$ cat config.mk
export PLATFORM = sky130hd
export DESIGN_NAME = cpu
export DESIGN_NICKNAME = d
export VERILOG_FILES = /design/src/rv32i_types.sv /design/src/rv32i_ctrl.sv /design/src/fetch_stage.sv /design/src/decode_stage.sv /design/src/execute_stage.sv /design/src/memory_stage.sv /design/src/cpu.sv
export SDC_FILE = /design/constraint.sdc
export NUM_CORES = 2
export LEC_CHECK = 0
export ABC_CLOCK_PERIOD_IN_PS = 11500
export BUFFER_PORTS_ARGS = -buffer_cell sky130_fd_sc_hd__buf_2
export CORE_MARGIN = 2
export CORE_UTILIZATION = 57
export DETAILED_ROUTE_END_ITERATION = 6
export GPL_TIMING_DRIVEN = 1
export PLACE_DENSITY = 0.77
export SKIP_CTS_REPAIR_TIMING = 1
export SLEW_MARGIN = 20
export SYNTH_ARGS = -nofsm -noshare
export SYNTH_HDL_FRONTEND = slang
export SYNTH_HIERARCHICAL = 1
export SYNTH_SLANG_ARGS = --single-unit
$ cat constraint.sdc
create_clock -name clk -period 11.5 [get_ports clk]
set_clock_uncertainty 0.15 [all_clocks]
set_input_delay 0.575 -clock clk [delete_from_list [all_inputs] [get_ports clk]]
set_output_delay 0.575 -clock clk [all_outputs]
set_load 0.01 [all_outputs]
$ cat src/rv32i_types.sv
package rv32i_types;

    localparam int xlen = 32;

    typedef logic [xlen-1:0] word_t;

    // Instruction format views, most significant field first
    typedef struct packed {
        logic [6:0] funct7;
        logic [4:0] rs2;
        logic [4:0] rs1;
        logic [2:0] funct3;
        logic [4:0] rd;
        logic [6:0] opcode;
    } r_fmt_t;

    typedef struct packed {
        logic [11:0] imm;
        logic [4:0]  rs1;
        logic [2:0]  funct3;
        logic [4:0]  rd;
        logic [6:0]  opcode;
    } i_fmt_t;

    typedef struct packed {
        logic [6:0] imm_hi;
        logic [4:0] rs2;
        logic [4:0] rs1;
        logic [2:0] funct3;
        logic [4:0] imm_lo;
        logic [6:0] opcode;
    } s_fmt_t;

    typedef struct packed {
        logic       imm12;
        logic [5:0] imm10_5;
        logic [4:0] rs2;
        logic [4:0] rs1;
        logic [2:0] funct3;
        logic [3:0] imm4_1;
        logic       imm11;
        logic [6:0] opcode;
    } b_fmt_t;

    typedef struct packed {
        logic [19:0] imm;
        logic [4:0]  rd;
        logic [6:0]  opcode;
    } u_fmt_t;

    typedef struct packed {
        logic       imm20;
        logic [9:0] imm10_1;
        logic       imm11;
        logic [7:0] imm19_12;
        logic [4:0] rd;
        logic [6:0] opcode;
    } j_fmt_t;

    typedef union packed {
        r_fmt_t r;
        i_fmt_t i;
        s_fmt_t s;
        b_fmt_t b;
        u_fmt_t u;
        j_fmt_t j;
    } instr_t;

    localparam logic [6:0] op_lui    = 7'b0110111;
    localparam logic [6:0] op_auipc  = 7'b0010111;
    localparam logic [6:0] op_jal    = 7'b1101111;
    localparam logic [6:0] op_branch = 7'b1100011;
    localparam logic [6:0] op_load   = 7'b0000011;
    localparam logic [6:0] op_store  = 7'b0100011;
    localparam logic [6:0] op_imm    = 7'b0010011;
    localparam logic [6:0] op_reg    = 7'b0110011;

    // addi x0, x0, 0
    localparam word_t nop_word = 32'h0000_0013;

    localparam word_t reset_pc_default = 32'h0000_0000;

endpackage

$ cat src/rv32i_ctrl.sv
package rv32i_ctrl;

    // ALU codes follow {funct7[5], funct3} so decode can pass them straight through
    localparam logic [3:0] alu_add   = 4'b0000;
    localparam logic [3:0] alu_sll   = 4'b0001;
    localparam logic [3:0] alu_slt   = 4'b0010;
    localparam logic [3:0] alu_sltu  = 4'b0011;
    localparam logic [3:0] alu_xor   = 4'b0100;
    localparam logic [3:0] alu_srl   = 4'b0101;
    localparam logic [3:0] alu_or    = 4'b0110;
    localparam logic [3:0] alu_and   = 4'b0111;
    localparam logic [3:0] alu_sub   = 4'b1000;
    localparam logic [3:0] alu_sra   = 4'b1101;
    localparam logic [3:0] alu_passb = 4'b1111;

    // Writeback source
    localparam logic [1:0] wb_alu  = 2'd0;
    localparam logic [1:0] wb_mem  = 2'd1;
    localparam logic [1:0] wb_link = 2'd2;

    // Load and store sizes
    localparam logic [2:0] f3_byte  = 3'b000;
    localparam logic [2:0] f3_half  = 3'b001;
    localparam logic [2:0] f3_word  = 3'b010;
    localparam logic [2:0] f3_byteu = 3'b100;

    // Branch conditions
    localparam logic [2:0] f3_beq = 3'b000;
    localparam logic [2:0] f3_bne = 3'b001;

endpackage

$ cat src/fetch_stage.sv
`timescale 1ns/100ps

module fetch_stage #(
    parameter rv32i_types::word_t reset_pc = rv32i_types::reset_pc_default
) (
    input  logic               clk,
    input  logic               arst_n,
    input  logic               advance,
    input  logic               redirect,
    input  rv32i_types::word_t target,
    input  rv32i_types::word_t inst_rdata,
    output logic               inst_read,
    output rv32i_types::word_t inst_addr,
    output rv32i_types::word_t if_pc,
    output rv32i_types::word_t if_inst,
    output logic               if_valid
);
    import rv32i_types::*;

    word_t pc;

    // Always fetching, the pipeline only moves when the word is back
    assign inst_read = 1'b1;
    assign inst_addr = pc;

    always_ff @(posedge clk or negedge arst_n) begin
        if (!arst_n) begin
            pc       <= reset_pc;
            if_valid <= 1'b0;
        end else if (advance) begin
            pc       <= redirect ? target : pc + 32'd4;
            if_valid <= !redirect;
        end
    end

    always_ff @(posedge clk) begin
        if (advance) begin
            if_pc   <= pc;
            if_inst <= redirect ? nop_word : inst_rdata;
        end
    end

    // Branch and jump targets from execute must keep the pc aligned
    assert property (@(posedge clk) disable iff (!arst_n) inst_addr[1:0] == 2'b00)
        else $error("fetch: misaligned inst_addr %h", inst_addr);

endmodule

$ cat src/decode_stage.sv
`timescale 1ns/100ps

module decode_stage (
    input  logic               clk,
    input  logic               arst_n,
    input  logic               advance,
    input  logic               redirect,
    input  rv32i_types::word_t if_pc,
    input  rv32i_types::word_t if_inst,
    input  logic               if_valid,
    input  rv32i_types::word_t wb_data,
    input  logic [4:0]         wb_rd,
    input  logic               wb_en,
    output rv32i_types::word_t id_pc,
    output rv32i_types::word_t id_rs1_val,
    output rv32i_types::word_t id_rs2_val,
    output rv32i_types::word_t id_imm,
    output logic [4:0]         id_rd,
    output logic [3:0]         id_alu_op,
    output logic               id_use_imm,
    output logic               id_use_pc,
    output logic               id_branch,
    output logic               id_branch_ne,
    output logic               id_jump,
    output logic               id_mem_read,
    output logic               id_mem_write,
    output logic               id_reg_write,
    output logic               id_valid,
    output logic [2:0]         id_size,
    output logic [1:0]         id_wb_sel
);
    import rv32i_types::*;
    import rv32i_ctrl::*;

    instr_t     inst;
    word_t      imm_i, imm_s, imm_b, imm_u, imm_j, imm;
    word_t      rs1_val, rs2_val;
    word_t      regs [1:31];
    logic [3:0] alu_op;
    logic [1:0] wb_sel;
    logic       use_imm, use_pc, branch, jump, mem_read, mem_write, reg_write;
    logic       legal, valid_next;

    assign inst = if_inst;

    assign imm_i = {{20{inst.i.imm[11]}}, inst.i.imm};
    assign imm_s = {{20{inst.s.imm_hi[6]}}, inst.s.imm_hi, inst.s.imm_lo};
    assign imm_b = {{19{inst.b.imm12}}, inst.b.imm12, inst.b.imm11,
                    inst.b.imm10_5, inst.b.imm4_1, 1'b0};
    assign imm_u = {inst.u.imm, 12'b0};
    assign imm_j = {{11{inst.j.imm20}}, inst.j.imm20, inst.j.imm19_12,
                    inst.j.imm11, inst.j.imm10_1, 1'b0};

    always_comb begin
        alu_op    = alu_add;
        use_imm   = 1'b1;
        use_pc    = 1'b0;
        branch    = 1'b0;
        jump      = 1'b0;
        mem_read  = 1'b0;
        mem_write = 1'b0;
        reg_write = 1'b0;
        wb_sel    = wb_alu;
        imm       = imm_i;
        legal     = 1'b1;
        case (inst.r.opcode)
            op_lui: begin
                alu_op    = alu_passb;
                imm       = imm_u;
                reg_write = 1'b1;
            end
            op_auipc: begin
                use_pc    = 1'b1;
                imm       = imm_u;
                reg_write = 1'b1;
            end
            op_jal: begin
                jump      = 1'b1;
                imm       = imm_j;
                wb_sel    = wb_link;
                reg_write = 1'b1;
            end
            op_branch: begin
                branch = 1'b1;
                imm    = imm_b;
                legal  = inst.b.funct3 inside {f3_beq, f3_bne};
            end
            op_load: begin
                mem_read  = 1'b1;
                wb_sel    = wb_mem;
                reg_write = 1'b1;
                legal     = inst.i.funct3 inside {f3_byte, f3_byteu, f3_word};
            end
            op_store: begin
                mem_write = 1'b1;
                imm       = imm_s;
                legal     = inst.s.funct3 inside {f3_byte, f3_half, f3_word};
            end
            op_imm: begin
                // Bit 30 only selects SRAI, for the other immediates it is data
                alu_op    = {inst.i.funct3 == 3'b101 && inst.r.funct7[5], inst.i.funct3};
                reg_write = 1'b1;
            end
            op_reg: begin
                alu_op    = {inst.r.funct7[5], inst.r.funct3};
                use_imm   = 1'b0;
                reg_write = 1'b1;
            end
            default: legal = 1'b0;
        endcase
    end

    assign valid_next = if_valid && legal && !redirect;

    // Writeback bypasses into a read of the same register
    assign rs1_val = (inst.r.rs1 == 5'd0) ? '0 :
                     (wb_en && wb_rd == inst.r.rs1) ? wb_data : regs[inst.r.rs1];
    assign rs2_val = (inst.r.rs2 == 5'd0) ? '0 :
                     (wb_en && wb_rd == inst.r.rs2) ? wb_data : regs[inst.r.rs2];

    always_ff @(posedge clk) begin
        if (advance && wb_en && wb_rd != 5'd0) begin
            regs[wb_rd] <= wb_data;
        end
    end

    always_ff @(posedge clk or negedge arst_n) begin
        if (!arst_n) begin
            id_valid     <= 1'b0;
            id_branch    <= 1'b0;
            id_jump      <= 1'b0;
            id_mem_read  <= 1'b0;
            id_mem_write <= 1'b0;
            id_reg_write <= 1'b0;
        end else if (advance) begin
            id_valid     <= valid_next;
            id_branch    <= valid_next && branch;
            id_jump      <= valid_next && jump;
            id_mem_read  <= valid_next && mem_read;
            id_mem_write <= valid_next && mem_write;
            id_reg_write <= valid_next && reg_write && inst.r.rd != 5'd0;
        end
    end

    always_ff @(posedge clk) begin
        if (advance) begin
            id_pc        <= if_pc;
            id_rs1_val   <= rs1_val;
            id_rs2_val   <= rs2_val;
            id_imm       <= imm;
            id_rd        <= inst.r.rd;
            id_alu_op    <= alu_op;
            id_use_imm   <= use_imm;
            id_use_pc    <= use_pc;
            id_branch_ne <= inst.b.funct3 == f3_bne;
            id_size      <= inst.r.funct3;
            id_wb_sel    <= wb_sel;
        end
    end

    // x0 writes are dropped here, so none may reach writeback
    assert property (@(posedge clk) disable iff (!arst_n) wb_en |-> wb_rd != 5'd0)
        else $error("decode: write to x0 reached writeback");

endmodule

$ cat src/execute_stage.sv
`timescale 1ns/100ps

module execute_stage (
    input  logic               clk,
    input  logic               arst_n,
    input  logic               advance,
    input  rv32i_types::word_t id_pc,
    input  rv32i_types::word_t id_rs1_val,
    input  rv32i_types::word_t id_rs2_val,
    input  rv32i_types::word_t id_imm,
    input  logic [4:0]         id_rd,
    input  logic [3:0]         id_alu_op,
    input  logic               id_use_imm,
    input  logic               id_use_pc,
    input  logic               id_branch,
    input  logic               id_branch_ne,
    input  logic               id_jump,
    input  logic               id_mem_read,
    input  logic               id_mem_write,
    input  logic               id_reg_write,
    input  logic               id_valid,
    input  logic [2:0]         id_size,
    input  logic [1:0]         id_wb_sel,
    output logic               redirect,
    output rv32i_types::word_t target,
    output rv32i_types::word_t ex_result,
    output rv32i_types::word_t ex_store_data,
    output rv32i_types::word_t ex_link,
    output logic [4:0]         ex_rd,
    output logic               ex_mem_read,
    output logic               ex_mem_write,
    output logic [2:0]         ex_size,
    output logic [1:0]         ex_wb_sel,
    output logic               ex_reg_write,
    output logic               ex_valid
);
    import rv32i_types::*;
    import rv32i_ctrl::*;

    word_t opa, opb, result;
    logic  taken;

    assign opa = id_use_pc ? id_pc : id_rs1_val;
    assign opb = id_use_imm ? id_imm : id_rs2_val;

    always_comb begin
        case (id_alu_op)
            alu_add:   result = opa + opb;
            alu_sub:   result = opa - opb;
            alu_sll:   result = opa << opb[4:0];
            alu_slt:   result = {31'b0, $signed(opa) < $signed(opb)};
            alu_sltu:  result = {31'b0, opa < opb};
            alu_xor:   result = opa ^ opb;
            alu_srl:   result = opa >> opb[4:0];
            alu_sra:   result = $signed(opa) >>> opb[4:0];
            alu_or:    result = opa | opb;
            alu_and:   result = opa & opb;
            alu_passb: result = opb;
            default:   result = opa + opb;
        endcase
    end

    assign taken    = id_branch && ((id_rs1_val == id_rs2_val) != id_branch_ne);
    assign redirect = id_valid && (id_jump || taken);
    assign target   = id_pc + id_imm;

    always_ff @(posedge clk or negedge arst_n) begin
        if (!arst_n) begin
            ex_valid     <= 1'b0;
            ex_mem_read  <= 1'b0;
            ex_mem_write <= 1'b0;
            ex_reg_write <= 1'b0;
        end else if (advance) begin
            ex_valid     <= id_valid;
            ex_mem_read  <= id_valid && id_mem_read;
            ex_mem_write <= id_valid && id_mem_write;
            ex_reg_write <= id_valid && id_reg_write;
        end
    end

    always_ff @(posedge clk) begin
        if (advance) begin
            ex_result     <= result;
            ex_store_data <= id_rs2_val;
            ex_link       <= id_pc + 32'd4;
            ex_rd         <= id_rd;
            ex_size       <= id_size;
            ex_wb_sel     <= id_wb_sel;
        end
    end

    // A taken redirect leaves a bubble behind it in decode/execute
    assert property (@(posedge clk) disable iff (!arst_n) redirect && advance |=> !id_valid)
        else $error("execute: instruction after redirect was not squashed");

endmodule

$ cat src/memory_stage.sv
`timescale 1ns/100ps

module memory_stage (
    input  logic               clk,
    input  logic               arst_n,
    input  logic               inst_resp,
    input  logic               data_resp,
    input  rv32i_types::word_t data_rdata,
    input  rv32i_types::word_t ex_result,
    input  rv32i_types::word_t ex_store_data,
    input  rv32i_types::word_t ex_link,
    input  logic [4:0]         ex_rd,
    input  logic               ex_mem_read,
    input  logic               ex_mem_write,
    input  logic [2:0]         ex_size,
    input  logic [1:0]         ex_wb_sel,
    input  logic               ex_reg_write,
    input  logic               ex_valid,
    output logic               advance,
    output logic               data_read,
    output logic               data_write,
    output logic [3:0]         data_mbe,
    output rv32i_types::word_t data_addr,
    output rv32i_types::word_t data_wdata,
    output rv32i_types::word_t wb_data,
    output logic [4:0]         wb_rd,
    output logic               wb_en
);
    import rv32i_types::*;
    import rv32i_ctrl::*;

    word_t      lane, load_val, wb_next;
    logic [1:0] off;

    assign off        = ex_result[1:0];
    assign data_read  = ex_valid && ex_mem_read;
    assign data_write = ex_valid && ex_mem_write;
    assign data_addr  = {ex_result[31:2], 2'b00};

    // Whole pipeline waits on the fetch and on any data access
    assign advance = inst_resp && (!(data_read || data_write) || data_resp);

    always_comb begin
        case (ex_size)
            f3_byte, f3_byteu: begin
                data_mbe   = 4'b0001 << off;
                data_wdata = {4{ex_store_data[7:0]}};
            end
            f3_half: begin
                data_mbe   = 4'b0011 << {off[1], 1'b0};
                data_wdata = {2{ex_store_data[15:0]}};
            end
            default: begin
                data_mbe   = 4'b1111;
                data_wdata = ex_store_data;
            end
        endcase
    end

    assign lane = data_rdata >> {off, 3'b000};

    always_comb begin
        case (ex_size)
            f3_byte:  load_val = {{24{lane[7]}}, lane[7:0]};
            f3_byteu: load_val = {24'b0, lane[7:0]};
            default:  load_val = data_rdata;
        endcase
    end

    always_comb begin
        case (ex_wb_sel)
            wb_mem:  wb_next = load_val;
            wb_link: wb_next = ex_link;
            default: wb_next = ex_result;
        endcase
    end

    always_ff @(posedge clk or negedge arst_n) begin
        if (!arst_n) begin
            wb_en <= 1'b0;
        end else if (advance) begin
            wb_en <= ex_valid && ex_reg_write;
        end
    end

    always_ff @(posedge clk) begin
        if (advance) begin
            wb_data <= wb_next;
            wb_rd   <= ex_rd;
        end
    end

    assert property (@(posedge clk) disable iff (!arst_n) !(data_read && data_write))
        else $error("memory: read and write requested together");

endmodule

$ cat src/cpu.sv
`timescale 1ns/100ps

module cpu #(
    parameter rv32i_types::word_t reset_pc = rv32i_types::reset_pc_default
) (
    input  logic               clk,
    input  logic               arst_n,
    output logic               inst_read,
    output rv32i_types::word_t inst_addr,
    input  rv32i_types::word_t inst_rdata,
    input  logic               inst_resp,
    output logic               data_read,
    output logic               data_write,
    output logic [3:0]         data_mbe,
    output rv32i_types::word_t data_addr,
    output rv32i_types::word_t data_wdata,
    input  rv32i_types::word_t data_rdata,
    input  logic               data_resp
);
    import rv32i_types::*;

    logic       advance, redirect;
    word_t      target;

    word_t      if_pc, if_inst;
    logic       if_valid;

    word_t      id_pc, id_rs1_val, id_rs2_val, id_imm;
    logic [4:0] id_rd;
    logic [3:0] id_alu_op;
    logic [2:0] id_size;
    logic [1:0] id_wb_sel;
    logic       id_use_imm, id_use_pc, id_branch, id_branch_ne, id_jump;
    logic       id_mem_read, id_mem_write, id_reg_write, id_valid;

    word_t      ex_result, ex_store_data, ex_link;
    logic [4:0] ex_rd;
    logic [2:0] ex_size;
    logic [1:0] ex_wb_sel;
    logic       ex_mem_read, ex_mem_write, ex_reg_write, ex_valid;

    word_t      wb_data;
    logic [4:0] wb_rd;
    logic       wb_en;

    fetch_stage #(.reset_pc(reset_pc)) fetch (
        .clk, .arst_n, .advance, .redirect, .target, .inst_rdata,
        .inst_read, .inst_addr, .if_pc, .if_inst, .if_valid
    );

    decode_stage decode (
        .clk, .arst_n, .advance, .redirect, .if_pc, .if_inst, .if_valid,
        .wb_data, .wb_rd, .wb_en,
        .id_pc, .id_rs1_val, .id_rs2_val, .id_imm, .id_rd, .id_alu_op,
        .id_use_imm, .id_use_pc, .id_branch, .id_branch_ne, .id_jump,
        .id_mem_read, .id_mem_write, .id_reg_write, .id_valid, .id_size, .id_wb_sel
    );

    execute_stage execute (
        .clk, .arst_n, .advance,
        .id_pc, .id_rs1_val, .id_rs2_val, .id_imm, .id_rd, .id_alu_op,
        .id_use_imm, .id_use_pc, .id_branch, .id_branch_ne, .id_jump,
        .id_mem_read, .id_mem_write, .id_reg_write, .id_valid, .id_size, .id_wb_sel,
        .redirect, .target, .ex_result, .ex_store_data, .ex_link, .ex_rd,
        .ex_mem_read, .ex_mem_write, .ex_size, .ex_wb_sel, .ex_reg_write, .ex_valid
    );

    memory_stage memory (
        .clk, .arst_n, .inst_resp, .data_resp, .data_rdata,
        .ex_result, .ex_store_data, .ex_link, .ex_rd, .ex_mem_read, .ex_mem_write,
        .ex_size, .ex_wb_sel, .ex_reg_write, .ex_valid,
        .advance, .data_read, .data_write, .data_mbe, .data_addr, .data_wdata,
        .wb_data, .wb_rd, .wb_en
    );

endmodule

== Word level (Yosys, flattened, before mapping) ==
Memory sizes are Yosys's and may differ from the RTL's. A register that Yosys moved wholly into a read port is not among the register bits.
Index checks and enable logic that the tools add are counted.

* Shift operators: 6
* Bitwise operators: 3
* Add/sub/neg operators: 5
* Mux-type cells: 21
* Reductions and logical operators: 38
* $lt $le $gt $ge: 2
* Equality and inequality tests: 28

{| class="wikitable"
|+ Operator list
! operator !! count
|-
| one-hot mux 32 bit (10 select lines) || 1
|-
| one-hot mux 32 bit (2 select lines) || 3
|-
| one-hot mux 31 bit (4 select lines) || 1
|-
| 2-to-1 mux 32 bit || 3
|-
| adder 32 x 3 -> 32 bit (second input constant) || 2
|-
| adder 32 bit || 2
|-
| < comparator 32 bit || 2
|-
| bitwise AND 32 bit || 1
|-
| equality test 32 bit || 1
|-
| bitwise OR 32 bit || 1
|-
| left shift 32 x 5 -> 32 bit || 1
|-
| >> shifter 32 x 5 -> 32 bit || 1
|-
| >> shifter 32 x 5 -> 8 bit || 1
|-
| >>> shifter 32 x 5 -> 32 bit || 1
|-
| subtractor 32 bit || 1
|-
| bitwise XOR 32 bit || 1
|-
| equality test 7 x 6 -> 1 bit (second input constant) || 3
|-
| logical AND 1 bit || 20
|-
| equality test 4 x 3 -> 1 bit (second input constant) || 4
|-
| equality test 7 x 5 -> 1 bit (second input constant) || 2
|-
| equality test 7 bit (second input constant) || 2
|-
| equality test 4 bit (second input constant) || 3
|-
| one-hot mux 4 bit (3 select lines) || 1
|-
| zero test 5 bit || 2
|-
| 24 further kinds || 43
|}

* Logic and storage cells: 136
* Output and inout bits: 103
* Register bits after elaboration: 332
* Input bits: 68
* Memory bits (writable): 992
* Memories kept: 1

{| class="wikitable"
|+ Memory list
! name !! words !! width !! read ports !! clocked after memory_dff !! write ports !! line !! text
|-
| decode.regs || 31 || 32 || 2 || 2 || 1 || decode_stage.sv:38 || <nowiki>word_t regs [1:31];</nowiki>
|}

== Depth between registers and ports, before layout ==
* Depth after elaboration: 9
* Gate-level depth with buffers: 18
* Depth with buffers taken out: 14

== Hierarchy ==
Netlist, hierarchy kept.

{| class="wikitable"
|+ By module, submodules not included
! module !! area each (µm²) !! cells an instance !! times used !! sequential area each (µm²)
|-
| decode_stage || 52251.4 || 2914 || 1 || 34292.9
|-
| execute_stage || 14906.8 || 1784 || 1 || 3283.1
|-
| fetch_stage || 4181.5 || 349 || 1 || 2747.6
|-
| memory_stage || 3035.4 || 321 || 1 || 1136.1
|}

== Least setup slack after synthesis ==
Ideal clock, no wire load.

* Kind: input-to-reg
* Start point: input data_resp
* End point: memory decode/regs[28][0] (netlist name), enable pin
* Arrival time: 11.984 ns
* Data required time: 10.929 ns
* Library setup time: 0.421 ns
* Cell stages on the path: 5
* Path slack: -1.055 ns
* Path buffers: 0
* Cell sequence: o31a_1 nand2_1 nor3_1 nand2_1 nor2_1

* Word-level cells in the longest chain between the ends: 6

{| class="wikitable"
|+ RTL lines
! item !! line !! text
|-
| start: declaration || cpu.sv:18 || <nowiki>input logic data_resp</nowiki>
|-
| logical OR 1 bit || memory_stage.sv:41 || <nowiki>assign advance = inst_resp && (!(data_read || data_write) || data_resp);</nowiki>
|-
| logical AND 1 bit || memory_stage.sv:41 ||
|-
| logical AND 1 bit (2 in series) || decode_stage.sv:122 || <nowiki>if (advance && wb_en && wb_rd != 5'd0) begin</nowiki>
|-
| 2-to-1 mux 1 bit || decode_stage.sv:122 ||
|-
| 2-to-1 mux 1 bit (implied by the code) || decode_stage.sv:123 || <nowiki>regs[wb_rd] <= wb_data;</nowiki>
|-
| end: declaration || decode_stage.sv:38 ||
|}

No other way between the ends.

== Worst setup path in the final report ==
* Start point: register decode.id_use_imm
* End point: register execute.ex_result[28], data pin

* Word-level cells in the longest chain between the ends: 3
* Elaborated cells between the ends (all ways): 10
* Classes of those cells: add/sub (2); shift (3); mux (2); bitwise (3)

{| class="wikitable"
|+ RTL lines
! item !! line !! text
|-
| start: declaration || decode_stage.sv:20 || <nowiki>output logic id_use_imm,</nowiki>
|-
| start signal: assignment || decode_stage.sv:153 || <nowiki>id_use_imm <= use_imm;</nowiki>
|-
| 2-to-1 mux 32 bit (*) || execute_stage.sv:44 || <nowiki>assign opb = id_use_imm ? id_imm : id_rs2_val;</nowiki>
|-
| adder 32 bit, or another cell as far along || execute_stage.sv:48, execute_stage.sv:59 ||
|-
| one-hot mux 32 bit (10 select lines) (*) || execute_stage.sv:47 || <nowiki>case (id_alu_op)</nowiki>
|-
| named net execute.result[28] || execute_stage.sv:40 || <nowiki>word_t opa, opb, result;</nowiki>
|-
| end signal: assignment || execute_stage.sv:83 || <nowiki>ex_result <= result;</nowiki>
|-
| end: declaration || execute_stage.sv:26 || <nowiki>output rv32i_types::word_t ex_result,</nowiki>
|}

Mark *: on every way through the listed nets, which the timed path passes. The rest lies on a longest branch.
A chain may end at the register's enable or synchronous reset.

==> impl_metrics.ini <==
[run_status]
status = finished, violations left
violations = DRC

[final_layout]
syn2layout_area_growth_pct = 9.66
final_nets = 5627
nFillCells = 9420
seqCellArea_um2 = 41500
fin_util_pct = 63.0
drive_above_1_share_pct = 21.2
final_cell_mix = edfxtp_1 (1,344), mux4_2 (391), nor2_1 (353)
mostFrequentLayoutCell = edfxtp_1
final_area_um2 = 81600
multi_input_area_um2 = 30400

[pwr]
p_leak_nw = 27.9
peakVddDrop_uv = 117
powerDensity_nw_per_um2 = 153

[timing]
setup_viol = 0
worst_slew_pin_slew_ns = 1.26
rsz0062_at_grt = false
fmax_mhz = 179
maxSlewHeadroom_pct = 13.3
timing.final.max_slew_violations = 0
hold_viol_final = 0
setup_tns_ns = 0
fin_crit_sh_pct = 48.6
min_period_ns = 5.59

[yosys]
ys.flop_type = edfxtp_1
avgSynthCellArea_um2 = 13.9
async_flop_share_pct = 3.17
synth_top_cell_area_share_pct = 54.3
yosysTopAreaCell = edfxtp_1
netlist_instances = 5368
synth.cell_area_um2 = 74400
yosysSeqAreaShare_pct = 55.7
ys_types = 107
synth_edf_count = 1344
ys_ff_latch = 1388
synth.area.top_cells = edfxtp_1 (54%), mux4_2 (12%), mux2i_1 (3.3%)
synth_warnings = 6

[placed_design]
placed_area_um2 = 76400
place_congestion = 1.02
dp_hpwl_mm = 161
io_buffers = 167

[setup_path]
cp-start-kind = flip-flop
path_class = flip-flop to flip-flop
endpoint_kind = flip-flop
arrival_ns = 5.96
worstPathRequired_ns = 11.86
critPathMaxFanout = 44

[floorplanning]
die_w_um = 365
die_area_um2 = 133000
die_y_um = 365
core-area_um2 = 129000
ioPinCount = 171
start_util_pct = 57.4
rows = 132

[clocking]
clockBufferDepth = 3
root_buffer = clkbuf_16
clk_pin_slew_ns = 0.06
clock_insertion_delay_worst_skew_ns = 0.79
cts_tree = built
h-tree-depth = 4
cts.sinks = 1388
cts_buffers = 143

[global_routing]
antenna_found_initial = 9
grt_max_degree = 155
grt_overflow = 0
grt_pass1_wl_mm = 354
first_global_vias = 50300
gr-usage-all-layers_pct = 36.9

[route]
post_drt_wl_per_cell_um = 34.2
drc = 14
drt_iter0_drc = 9066
wl_mm = 249
vias = 53200
viasPerCell = 7.32
ant_nets = 0
firstDrtPassIters = 7

[min_path]
hold_path_class = primary input to flip-flop

[flow_run]
maxCapViolCount = 0
[worst paths after layout]
kind	start	endpoint	slack [ns]	depth (start not counted)
max in group asynchronous	arst_n	fetch/inst_addr[9]	10.46	3
hold / removal	inst_rdata[28]	fetch/if_inst[28]	0.002	2
min in group asynchronous	arst_n	memory/wb_en	0.28	3
setup reg to reg	decode/id_use_imm	execute/ex_result[28]	5.91	15
setup / recovery	decode/id_use_imm	execute/ex_result[28]	5.91	15
hold reg to reg	fetch/if_pc[30]	decode/id_pc[30]	0.27	0
[synth_stat cells (20+ instances only)]
master and instances:
edfxtp_1 1344, mux4_2 391, nor2_1 390, a21oi_1 277
nand2_1 249, mux2i_1 246, clkbuf_1 191, o21ai_0 151
ha_1 132, mux2_2 131, inv_1 128, a211oi_1 118
buf_2 96, nor2b_1 95, xnor2_1 85, nor3_1 79
nand3_1 76, buf_4 71, a22oi_1 67, a21o_1 60
o22ai_1 55, o221ai_1 49, dfrtp_1 44, nand4_1 42
o211ai_1 42, a31oi_1 41, a22o_1 40, buf_6 38
o21ai_1 36, nor4_1 34, a221oi_1 33, o21bai_1 33
o31ai_1 32, o41ai_1 31, o22a_1 30, buf_1 27
and2_1 23, nand2b_1 21, a221o_1 20, a221oi_2 20
[where the power goes]
part,total (mW),leakage (nW),switching [mW],internal (mW)
logic,1.86,12.8,1.19,0.667
registers,6.05,12.9,0.259,5.79
clock network,4.55,2.20,1.97,2.58
[sequential cells by signal, summed over array words and instances, names as in the netlist, 2 cells and up]
name                   count
execute/ex_store_data     32
decode/id_size             3
execute/ex_rd              5
memory/wb_data            32
decode/id_pc              32
decode/id_alu_op           4
execute/ex_size            3
decode/id_rs1_val         32
fetch/if_pc               32
decode/id_rd               5
decode/id_rs2_val         32
decode/id_imm             32
memory/wb_rd               5
decode/regs              992
execute/ex_result         32
fetch/inst_addr           32
decode/id_wb_sel           2
fetch/if_inst             32
execute/ex_link           32
execute/ex_wb_sel          2
[layout make-up]
class | count | area share, %
multi-input cells | 3410 | 37.2
diodes | 1 | 0.00307
clock buffers | 173 | 4.67
clock inverters | 75 | 0.858
flip-flops and latches | 1388 | 50.8
well taps | 1742 | 2.67
inverters | 140 | 0.644
repair buffers | 341 | 3.07
[per-stage QoR]
step / hold slack, ns / power [mW] / cells / setup WS, ns
4_1_cts: -0.269 / 12.4 / 7220 / 6.01
2_1_floorplan: 0.129 / 7.22 / 5369 / 3.46
3_5_place_dp: 0.255 / 7.88 / 6972 / 6.02
3_3_place_gp: 0.252 / 7.86 / 6971 / 6.03
5_1_grt: 0.000409 / 12.8 / 7269 / 5.67
6_report: 0.00210 / 12.5 / 7270 / 5.91
[per-layer routing]
metal	GRT usage, %	share of wire (%)	vias up	wire length (um)
met2	56.5	45	4262	113000
met4	18.6	6.1	12	15100
li1	-	-	21600	-
met5	0	0.036	-	89
met1	49.9	36	26600	89000
met3	8.32	13	748	31400
[cell families (layout without fill, tap and decap cells)]
group	count (synthesis)	after routing	synth area share (%)
other	2	4	0.0101
and+or+nand+nor	1103	1103	7.06
xor gates and xnor gates	104	104	1.22
DFF	1388	1388	55.7
buffers and inverters	571	729	3.90
muxes	793	793	17.7
adders and majority gates	135	135	2.30
AOI/OAI and AO/OA	1272	1272	12.0
[worst max-delay path, cell delays in order (launching register included)]
cell and delay (ns):
edfxtp_1 0.33, buf_4 0.44, mux2i_4 0.31, buf_4 0.57
inv_2 0.20, ha_1 0.29, fa_1 0.48, nor2_1 0.21
o211ai_1 0.18, a31oi_1 0.48, a311o_1 0.43, a22oi_1 0.19
a21oi_1 0.37, nor2_1 0.10, mux2_2 0.28, a221o_1 0.29
Power figures use the tool's default switching activity.
